File: src/source/wbuf_pkg.sv
`default_nettype none

package wbuf_pkg;

    // cache-side accept stage
    typedef enum logic {
        ACC_IDLE = 1'b0,
        ACC_ACK  = 1'b1
    } accept_state_t;

    // bus-side drain stage
    typedef enum logic [1:0] {
        DRN_IDLE = 2'd0,
        DRN_ADDR = 2'd1,
        DRN_DATA = 2'd2,
        DRN_RESP = 2'd3
    } drain_state_t;

endpackage

`default_nettype wire

File: src/source/wbuf_entry_if.sv
`timescale 1ns/1ps
`default_nettype none

interface wbuf_entry_if #(
    parameter int OFFSET_WIDTH = 2
);
    localparam int LINE_W = 32 << OFFSET_WIDTH;

    logic              push;
    logic [31:0]       addr;
    logic [LINE_W-1:0] data;
    // store has no free slot
    logic              full;

    modport src (
        output push, addr, data,
        input  full
    );

    modport dst (
        input  push, addr, data,
        output full
    );

endinterface

`default_nettype wire

File: src/source/wbuf_head_if.sv
`timescale 1ns/1ps
`default_nettype none

interface wbuf_head_if #(
    parameter int OFFSET_WIDTH = 2
);
    localparam int LINE_W = 32 << OFFSET_WIDTH;

    logic              nonempty;
    // oldest occupied slot
    logic [31:0]       head_addr;
    logic [LINE_W-1:0] head_data;
    logic              pop;

    modport src (
        output nonempty, head_addr, head_data,
        input  pop
    );

    modport dst (
        input  nonempty, head_addr, head_data,
        output pop
    );

endinterface

`default_nettype wire

File: src/source/wbuf_accept.sv
`timescale 1ns/1ps
`default_nettype none

module wbuf_accept
    import wbuf_pkg::*;
#(
    parameter int OFFSET_WIDTH = 2
) (
    input  logic                         clk,
    input  logic                         rstn,
    input  logic [31:0]                  in_addr,
    input  logic [(32<<OFFSET_WIDTH)-1:0] in_data,
    input  logic                         in_valid,
    output logic                         in_ready,
    wbuf_entry_if.src                    entry
);

    accept_state_t state;
    accept_state_t state_nxt;

    always_ff @(posedge clk or negedge rstn) begin
        if (!rstn) begin
            state <= ACC_IDLE;
        end else begin
            state <= state_nxt;
        end
    end

    always_comb begin
        state_nxt  = state;
        entry.push = 1'b0;
        in_ready   = 1'b0;
        case (state)
            ACC_IDLE: begin
                // hold off while the store is full
                if (in_valid && !entry.full) begin
                    entry.push = 1'b1;
                    state_nxt  = ACC_ACK;
                end
            end
            ACC_ACK: begin
                // one-cycle ack on which the cache drops in_valid
                in_ready  = 1'b1;
                state_nxt = ACC_IDLE;
            end
            default: begin
                state_nxt = ACC_IDLE;
            end
        endcase
    end

    assign entry.addr = in_addr;
    assign entry.data = in_data;

endmodule

`default_nettype wire

File: src/source/wbuf_store.sv
`timescale 1ns/1ps
`default_nettype none

module wbuf_store #(
    parameter int DEPTH        = 5,
    parameter int OFFSET_WIDTH = 2
) (
    input  logic                         clk,
    input  logic                         rstn,
    wbuf_entry_if.dst                    entry,
    wbuf_head_if.src                     head,
    input  logic [31:0]                  query_addr,
    output logic [(32<<OFFSET_WIDTH)-1:0] query_data,
    output logic                         query_ok
);

    localparam int LINE_W = 32 << OFFSET_WIDTH;
    localparam int CNT_W  = $clog2(DEPTH + 1);
    localparam int IDX_W  = (DEPTH > 1) ? $clog2(DEPTH) : 1;

    // slot 0 is the newest line
    logic [31:0]       addr_q [DEPTH];
    logic [LINE_W-1:0] data_q [DEPTH];
    logic [CNT_W-1:0]  count;
    logic [IDX_W-1:0]  head_idx;

    // shift insert drops the deepest slot
    always_ff @(posedge clk) begin
        if (entry.push) begin
            addr_q[0] <= entry.addr;
            data_q[0] <= entry.data;
            for (int i = 1; i < DEPTH; i++) begin
                addr_q[i] <= addr_q[i-1];
                data_q[i] <= data_q[i-1];
            end
        end
    end

    always_ff @(posedge clk or negedge rstn) begin
        if (!rstn) begin
            count <= '0;
        end else begin
            case ({entry.push, head.pop})
                2'b10:   count <= count + 1'b1;
                2'b01:   count <= count - 1'b1;
                // push with pop keeps the count
                default: count <= count;
            endcase
        end
    end

    assign entry.full = (count == CNT_W'(DEPTH));

    // oldest entry sits at count-1
    assign head_idx       = (count == '0) ? '0 : IDX_W'(count - 1'b1);
    assign head.nonempty  = (count != '0);
    assign head.head_addr = addr_q[head_idx];
    assign head.head_data = data_q[head_idx];

    // newest-first search over occupied slots
    always_comb begin
        query_ok   = 1'b0;
        query_data = '0;
        for (int i = DEPTH - 1; i >= 0; i--) begin
            if ((CNT_W'(i) < count) && (addr_q[i] == query_addr)) begin
                query_ok   = 1'b1;
                query_data = data_q[i];
            end
        end
    end

endmodule

`default_nettype wire

File: src/source/wbuf_drain.sv
`timescale 1ns/1ps
`default_nettype none

module wbuf_drain
    import wbuf_pkg::*;
#(
    parameter int OFFSET_WIDTH = 2
) (
    input  logic        clk,
    input  logic        rstn,
    wbuf_head_if.dst    head,
    input  logic        dma_lock,
    input  logic        out_awready,
    input  logic        out_wready,
    input  logic        out_bvalid,
    output logic [31:0] out_addr,
    output logic [31:0] out_data,
    output logic        out_valid,
    output logic        out_last,
    output logic        out_bready,
    output logic        wrt_lock
);

    localparam int LINE_W = 32 << OFFSET_WIDTH;
    localparam int WORDS  = 1 << OFFSET_WIDTH;
    localparam int BEAT_W = (OFFSET_WIDTH > 0) ? OFFSET_WIDTH : 1;

    drain_state_t      state;
    drain_state_t      state_nxt;
    logic [BEAT_W-1:0] beat;
    logic              beat_last;
    logic [31:0]       addr_q;
    logic [LINE_W-1:0] line_q;

    assign beat_last = (beat == BEAT_W'(WORDS - 1));

    always_ff @(posedge clk or negedge rstn) begin
        if (!rstn) begin
            state <= DRN_IDLE;
            beat  <= '0;
        end else begin
            state <= state_nxt;
            if (state == DRN_ADDR) begin
                beat <= '0;
            end else if (state == DRN_DATA && out_wready && !beat_last) begin
                beat <= beat + 1'b1;
            end
        end
    end

    // popped line is held here for the whole burst
    always_ff @(posedge clk) begin
        if (head.pop) begin
            addr_q <= head.head_addr;
            line_q <= head.head_data;
        end
    end

    always_comb begin
        state_nxt = state;
        head.pop  = 1'b0;
        case (state)
            DRN_IDLE: begin
                // dma master owns the bus while dma_lock is high
                if (!dma_lock && head.nonempty) begin
                    head.pop  = 1'b1;
                    state_nxt = DRN_ADDR;
                end
            end
            DRN_ADDR: begin
                if (out_awready) begin
                    state_nxt = DRN_DATA;
                end
            end
            DRN_DATA: begin
                if (out_wready && beat_last) begin
                    state_nxt = DRN_RESP;
                end
            end
            DRN_RESP: begin
                if (out_bvalid) begin
                    state_nxt = DRN_IDLE;
                end
            end
            default: begin
                state_nxt = DRN_IDLE;
            end
        endcase
    end

    assign out_valid  = (state == DRN_ADDR) || (state == DRN_DATA);
    assign out_addr   = (state == DRN_ADDR) ? addr_q : 32'd0;
    // lowest word goes first
    assign out_data   = (state == DRN_DATA) ? line_q[32*beat +: 32] : 32'd0;
    assign out_last   = (state == DRN_DATA) && beat_last;
    assign out_bready = (state == DRN_RESP);
    // lock rises together with the pop
    assign wrt_lock   = (state != DRN_IDLE) || head.pop;

endmodule

`default_nettype wire

File: src/source/write_buffer_top.sv
`timescale 1ns/1ps
`default_nettype none

module write_buffer_top #(
    parameter int DEPTH        = 5,
    parameter int OFFSET_WIDTH = 2
) (
    input  logic                         clk,
    input  logic                         rstn,
    // cache side
    input  logic [31:0]                  in_addr,
    input  logic [(32<<OFFSET_WIDTH)-1:0] in_data,
    input  logic                         in_valid,
    output logic                         in_ready,
    // memory bus
    output logic [31:0]                  out_addr,
    output logic [31:0]                  out_data,
    output logic                         out_valid,
    input  logic                         out_awready,
    input  logic                         out_wready,
    output logic                         out_last,
    input  logic                         out_bvalid,
    output logic                         out_bready,
    // lookup
    input  logic [31:0]                  query_addr,
    output logic [(32<<OFFSET_WIDTH)-1:0] query_data,
    output logic                         query_ok,
    // bus ownership against the dma master
    input  logic                         dma_lock,
    output logic                         wrt_lock
);

    wbuf_entry_if #(.OFFSET_WIDTH(OFFSET_WIDTH)) entry_bus ();
    wbuf_head_if  #(.OFFSET_WIDTH(OFFSET_WIDTH)) head_bus ();

    wbuf_accept #(
        .OFFSET_WIDTH(OFFSET_WIDTH)
    ) wbuf_accept_inst (
        .clk      (clk),
        .rstn     (rstn),
        .in_addr  (in_addr),
        .in_data  (in_data),
        .in_valid (in_valid),
        .in_ready (in_ready),
        .entry    (entry_bus.src)
    );

    wbuf_store #(
        .DEPTH        (DEPTH),
        .OFFSET_WIDTH (OFFSET_WIDTH)
    ) wbuf_store_inst (
        .clk        (clk),
        .rstn       (rstn),
        .entry      (entry_bus.dst),
        .head       (head_bus.src),
        .query_addr (query_addr),
        .query_data (query_data),
        .query_ok   (query_ok)
    );

    wbuf_drain #(
        .OFFSET_WIDTH(OFFSET_WIDTH)
    ) wbuf_drain_inst (
        .clk         (clk),
        .rstn        (rstn),
        .head        (head_bus.dst),
        .dma_lock    (dma_lock),
        .out_awready (out_awready),
        .out_wready  (out_wready),
        .out_bvalid  (out_bvalid),
        .out_addr    (out_addr),
        .out_data    (out_data),
        .out_valid   (out_valid),
        .out_last    (out_last),
        .out_bready  (out_bready),
        .wrt_lock    (wrt_lock)
    );

endmodule

`default_nettype wire

File: config.mk
export PLATFORM = sky130hd
export DESIGN_NAME = write_buffer_top
export DESIGN_NICKNAME = d
export VERILOG_FILES = /design/src/source/wbuf_pkg.sv /design/src/source/wbuf_entry_if.sv /design/src/source/wbuf_head_if.sv /design/src/source/wbuf_accept.sv /design/src/source/wbuf_store.sv /design/src/source/wbuf_drain.sv /design/src/source/write_buffer_top.sv
export SDC_FILE = /design/constraint.sdc
export NUM_CORES = 2
export LEC_CHECK = 0
export CAP_MARGIN = 15
export CORE_ASPECT_RATIO = 1.4
export CORE_MARGIN = 10
export CORE_UTILIZATION = 58
export DETAILED_ROUTE_END_ITERATION = 10
export DONT_BUFFER_PORTS = 1
export PLACE_DENSITY = 0.73
export SETUP_SLACK_MARGIN = 0.2
export SLEW_MARGIN = 20
export SYNTH_ARGS = -nofsm -noshare
export SYNTH_HDL_FRONTEND = slang
export SYNTH_SLANG_ARGS = --single-unit
File: constraint.sdc
create_clock -name clk -period 19.3 [get_ports clk]
set_clock_uncertainty 0.2 [all_clocks]
set_input_delay 1.93 -clock clk [delete_from_list [all_inputs] [get_ports clk]]
set_output_delay 1.93 -clock clk [all_outputs]
set_load 0.005 [all_outputs]
==> qor.yml <==
setup_path:
  crit_family: "simple AND/OR/NAND/NOR gates"
  slowest_stage: "nand2_4"
  cp-start-kind: "primary input"
  r2r.worst_path.cells: 8
  critPathMaxFanout: 76
  crit_buf_inv: 1
  reg2reg_slack_ps: 13370
  crit_path_max_incr_delay_ps: 870
  worst_setup_path_end_kind: "primary output"
  r2r-end: "wbuf_store_inst.data_q[1][83]"
  cp.required_ps: 17170
  worstPathArrival_ps: 6610
  path_class: "primary input to primary output"
  cp_cell_sequence: "xor2_1, nor4_1, nand4_1, nor4_1, nand3_4, nand2_4, buf_4, o32ai_1"
  crit_path_frequent_cell: "nor4_1"
  crit-reg2reg-launch: "wbuf_store_inst.count[0]"
cts:
  clk_latency_ps: 660
  postCtsSetupRepairBufs: 0
  ctsResizeCount: 0
  clock_path_buffers: 3
  cts.reportedPaths.clkPinSlew_ps: 60
  cts_htree_levels: 3
  cts_sinks: 968
  cts_buffers: 93
  cts_tree: "built"
  holdBufCountCts: 0
  cts_root_buffer: "clkbuf_16"
synthesis:
  synth_edf_count: 960
  synth_top_family_by_area: "simple AND/OR/NAND/NOR gates"
  yosys.cell_count.top_type: "edfxtp_1"
  synth-xor-area-share_pct: 3.21
  syn_inst: 3540
  ys_ff_latch: 968
  yosysUniqueCellTypes: 40
  syn-num-nets: 3750
  syn_area_sq_um: 44500
  synth_top_area_share_pct: 64.8
  synth_fa_ha_area_share_pct: 0.309
  synth.area.mux_share_pct: 5.66
  synth_area_leaders: "edfxtp_1 65%, nand2_1 4.1%, mux2_2 4.0%, o21ai_0 3.7%, a221oi_1 2.5%"
  synth.largest_area_cell: "edfxtp_1"
  synthSimpleGateAreaFrac_pct: 12.5
  synthFlopType: "edfxtp_1"
  synth_compound_area_share_pct: 10.3
  synth-seq-area-share_pct: 65.2
  synthTopCellsByCount: "960 x edfxtp_1, 487 x nand2_1, 329 x o21ai_0, 262 x nor2_1, 232 x clkbuf_1"
  postSynthAreaPerCell_sq_um: 12.6
  synthArstFlopShare_pct: 0.826
  synth.yosys.warnings: 0
routing:
  ant_nets: 0
  wl_per_cell_um: 32.7
  drt_first_pass_iters: 8
  drc: 0
  drtIter0Drc: 4122
  vias: 31000
  drt-total-wl_um: 145000
  viasPerCell: 6.99
floorplan:
  rows: 120
  io_pins: 397
  die_w_um: 254
  die-area_sq_um: 88400
  start_util_pct: 58.4
  core_sq_um: 76300
  die_h_um: 348
timing:
  relSlewSlack_pct: 21.8
  slew_violations: 0
  finalSetupViolations: 0
  setup_tns_ps: 0
  period_needed_ps: 8740
  post-route-period-util_pct: 45.3
  hold_violations: 0
  rsz0062_at_grt: "no"
  tightest_slew_ps: 1170
  max_freq_ghz: 0.114
global_routing:
  grt_max_degree: 191
  track_usage_pct: 32.1
  first_global_vias: 29600
  grt-ovfl-total: 0
  antenna_found_initial: 19
  grt_pass1_wl_um: 209000
outcome:
  status: "complete, no violations"
place:
  place_hpwl_um: 95100
  gp_congestion: 0.998
  io_buffers: 0
hold_path:
  hold_path_end: "wbuf_store_inst.data_q[4][60]"
  min_path_cells: 0
  hold_path_startpoint: "wbuf_store_inst.data_q[3][60]"
  holdCritPathClass: "flip-flop to flip-flop"
final_layout:
  drive_gt1_share_pct: 10.9
  nFillCells: 5737
  final_nets: 3579
  area_delta_synth_final_pct: 7.92
power_and_ir_drop:
  irDropWorstVdd_uv: 143
  power_w: 0.00789
  p_leak_nw: 15.8
  power_density_nw_per_um2: 164
flow_run:
  cap_violations: 0
==> registers in the layout, indices dropped and copies added (netlist names) <==
register,cells
wbuf_drain_inst.state,2
wbuf_store_inst.addr_q,160
wbuf_accept_inst.state,1
wbuf_store_inst.data_q,640
wbuf_drain_inst.beat,2
wbuf_drain_inst.line_q,128
wbuf_drain_inst.addr_q,32
wbuf_store_inst.count,3
==> layout by cell type (no fill, tap or decap), types with 12 or more instances in the layout <==
cell type and count:
a221oi_1 127, clkbuf_16 97, clkinv_1 14, nand4_1 21, mux4_2 32, xnor2_1 73, o32ai_1 127, clkinv_2 15
mux2_2 159, nor2_1 261, buf_4 36, o21ai_0 327, and2_1 66, edfxtp_1 960, nand3_1 163, clkbuf_1 28
diode_2 12, and4_1 127, nor4_1 22, xor2_1 90, a21oi_1 131, nand2_1 486
==> layer usage <==
metal / wire (um) / track usage, %
met3: 16600 / 9.10
met4: 8440 / 17.2
met1: 51200 / 39.5
met2: 68700 / 50.9
met5: 100 / 0
==> how the worst max path moves through the flow <==
stage                        from                       end  slack, ps  cells past startpoint
finish              query_addr[1]            query_data[11]      10560                      8
global route        query_addr[1]            query_data[11]      10470                      8
CTS                 query_addr[1]            query_data[11]      10630                      8
detailed placement  query_addr[1]            query_data[11]      10650                      8
global placement    query_addr[1]            query_data[11]      10660                      8
floorplan                dma_lock  wbuf_store_inst.count[2]       3590                      4
==> through the flow <==
stage               cells  hold slack [ps]  util, %  worst slack (ps)  cell area, sq um
CTS                  4418              266     62.9             10630             48000
detailed placement   4249              243     58.9             10650             44900
global placement     4249              236     58.9             10660             44900
global route         4422              281     62.9             10470             48000
finish               4431              265     63.0             10560             48000
floorplan            3540              226        -              3590             44500
==> power breakdown <==
group          total (W)  switching, W  leakage [nW]  internal (W)
sequential       0.00356      0.000434          9.15       0.00313
combinational    0.00246       0.00175          5.16      0.000705
clock            0.00187      0.000793          1.48       0.00107
==> kinds of logic (layout without fill, tap and decap cells) <==
| family | Yosys count | after routing |
|---|---|---|
| flip-flops | 968 | 968 |
| AND/OR/NAND/NOR | 1167 | 1167 |
| XOR/XNOR | 163 | 163 |
| AO/OA/AOI/OAI | 720 | 720 |
| multiplexers | 192 | 192 |
| other | 0 | 12 |
| buffers and inverters | 319 | 222 |
| adder cells (fa/ha/maj) | 11 | 11 |
==> cell type report <==
| type | count | area, sq um | area share [%] |
|---|---|---|---|
| flip-flops and latches | 968 | 29000 | 60.4 |
| multi-input cells | 2253 | 14300 | 29.8 |
| clock buffers | 127 | 2560 | 5.33 |
| well taps | 976 | 1220 | 2.54 |
| clock inverters | 42 | 473 | 0.985 |
| repair buffers | 42 | 372 | 0.774 |
| inverters | 11 | 47.5 | 0.0990 |
| diodes | 12 | 30.0 | 0.0625 |
No activity file was read; power rests on OpenSTA's default activity.
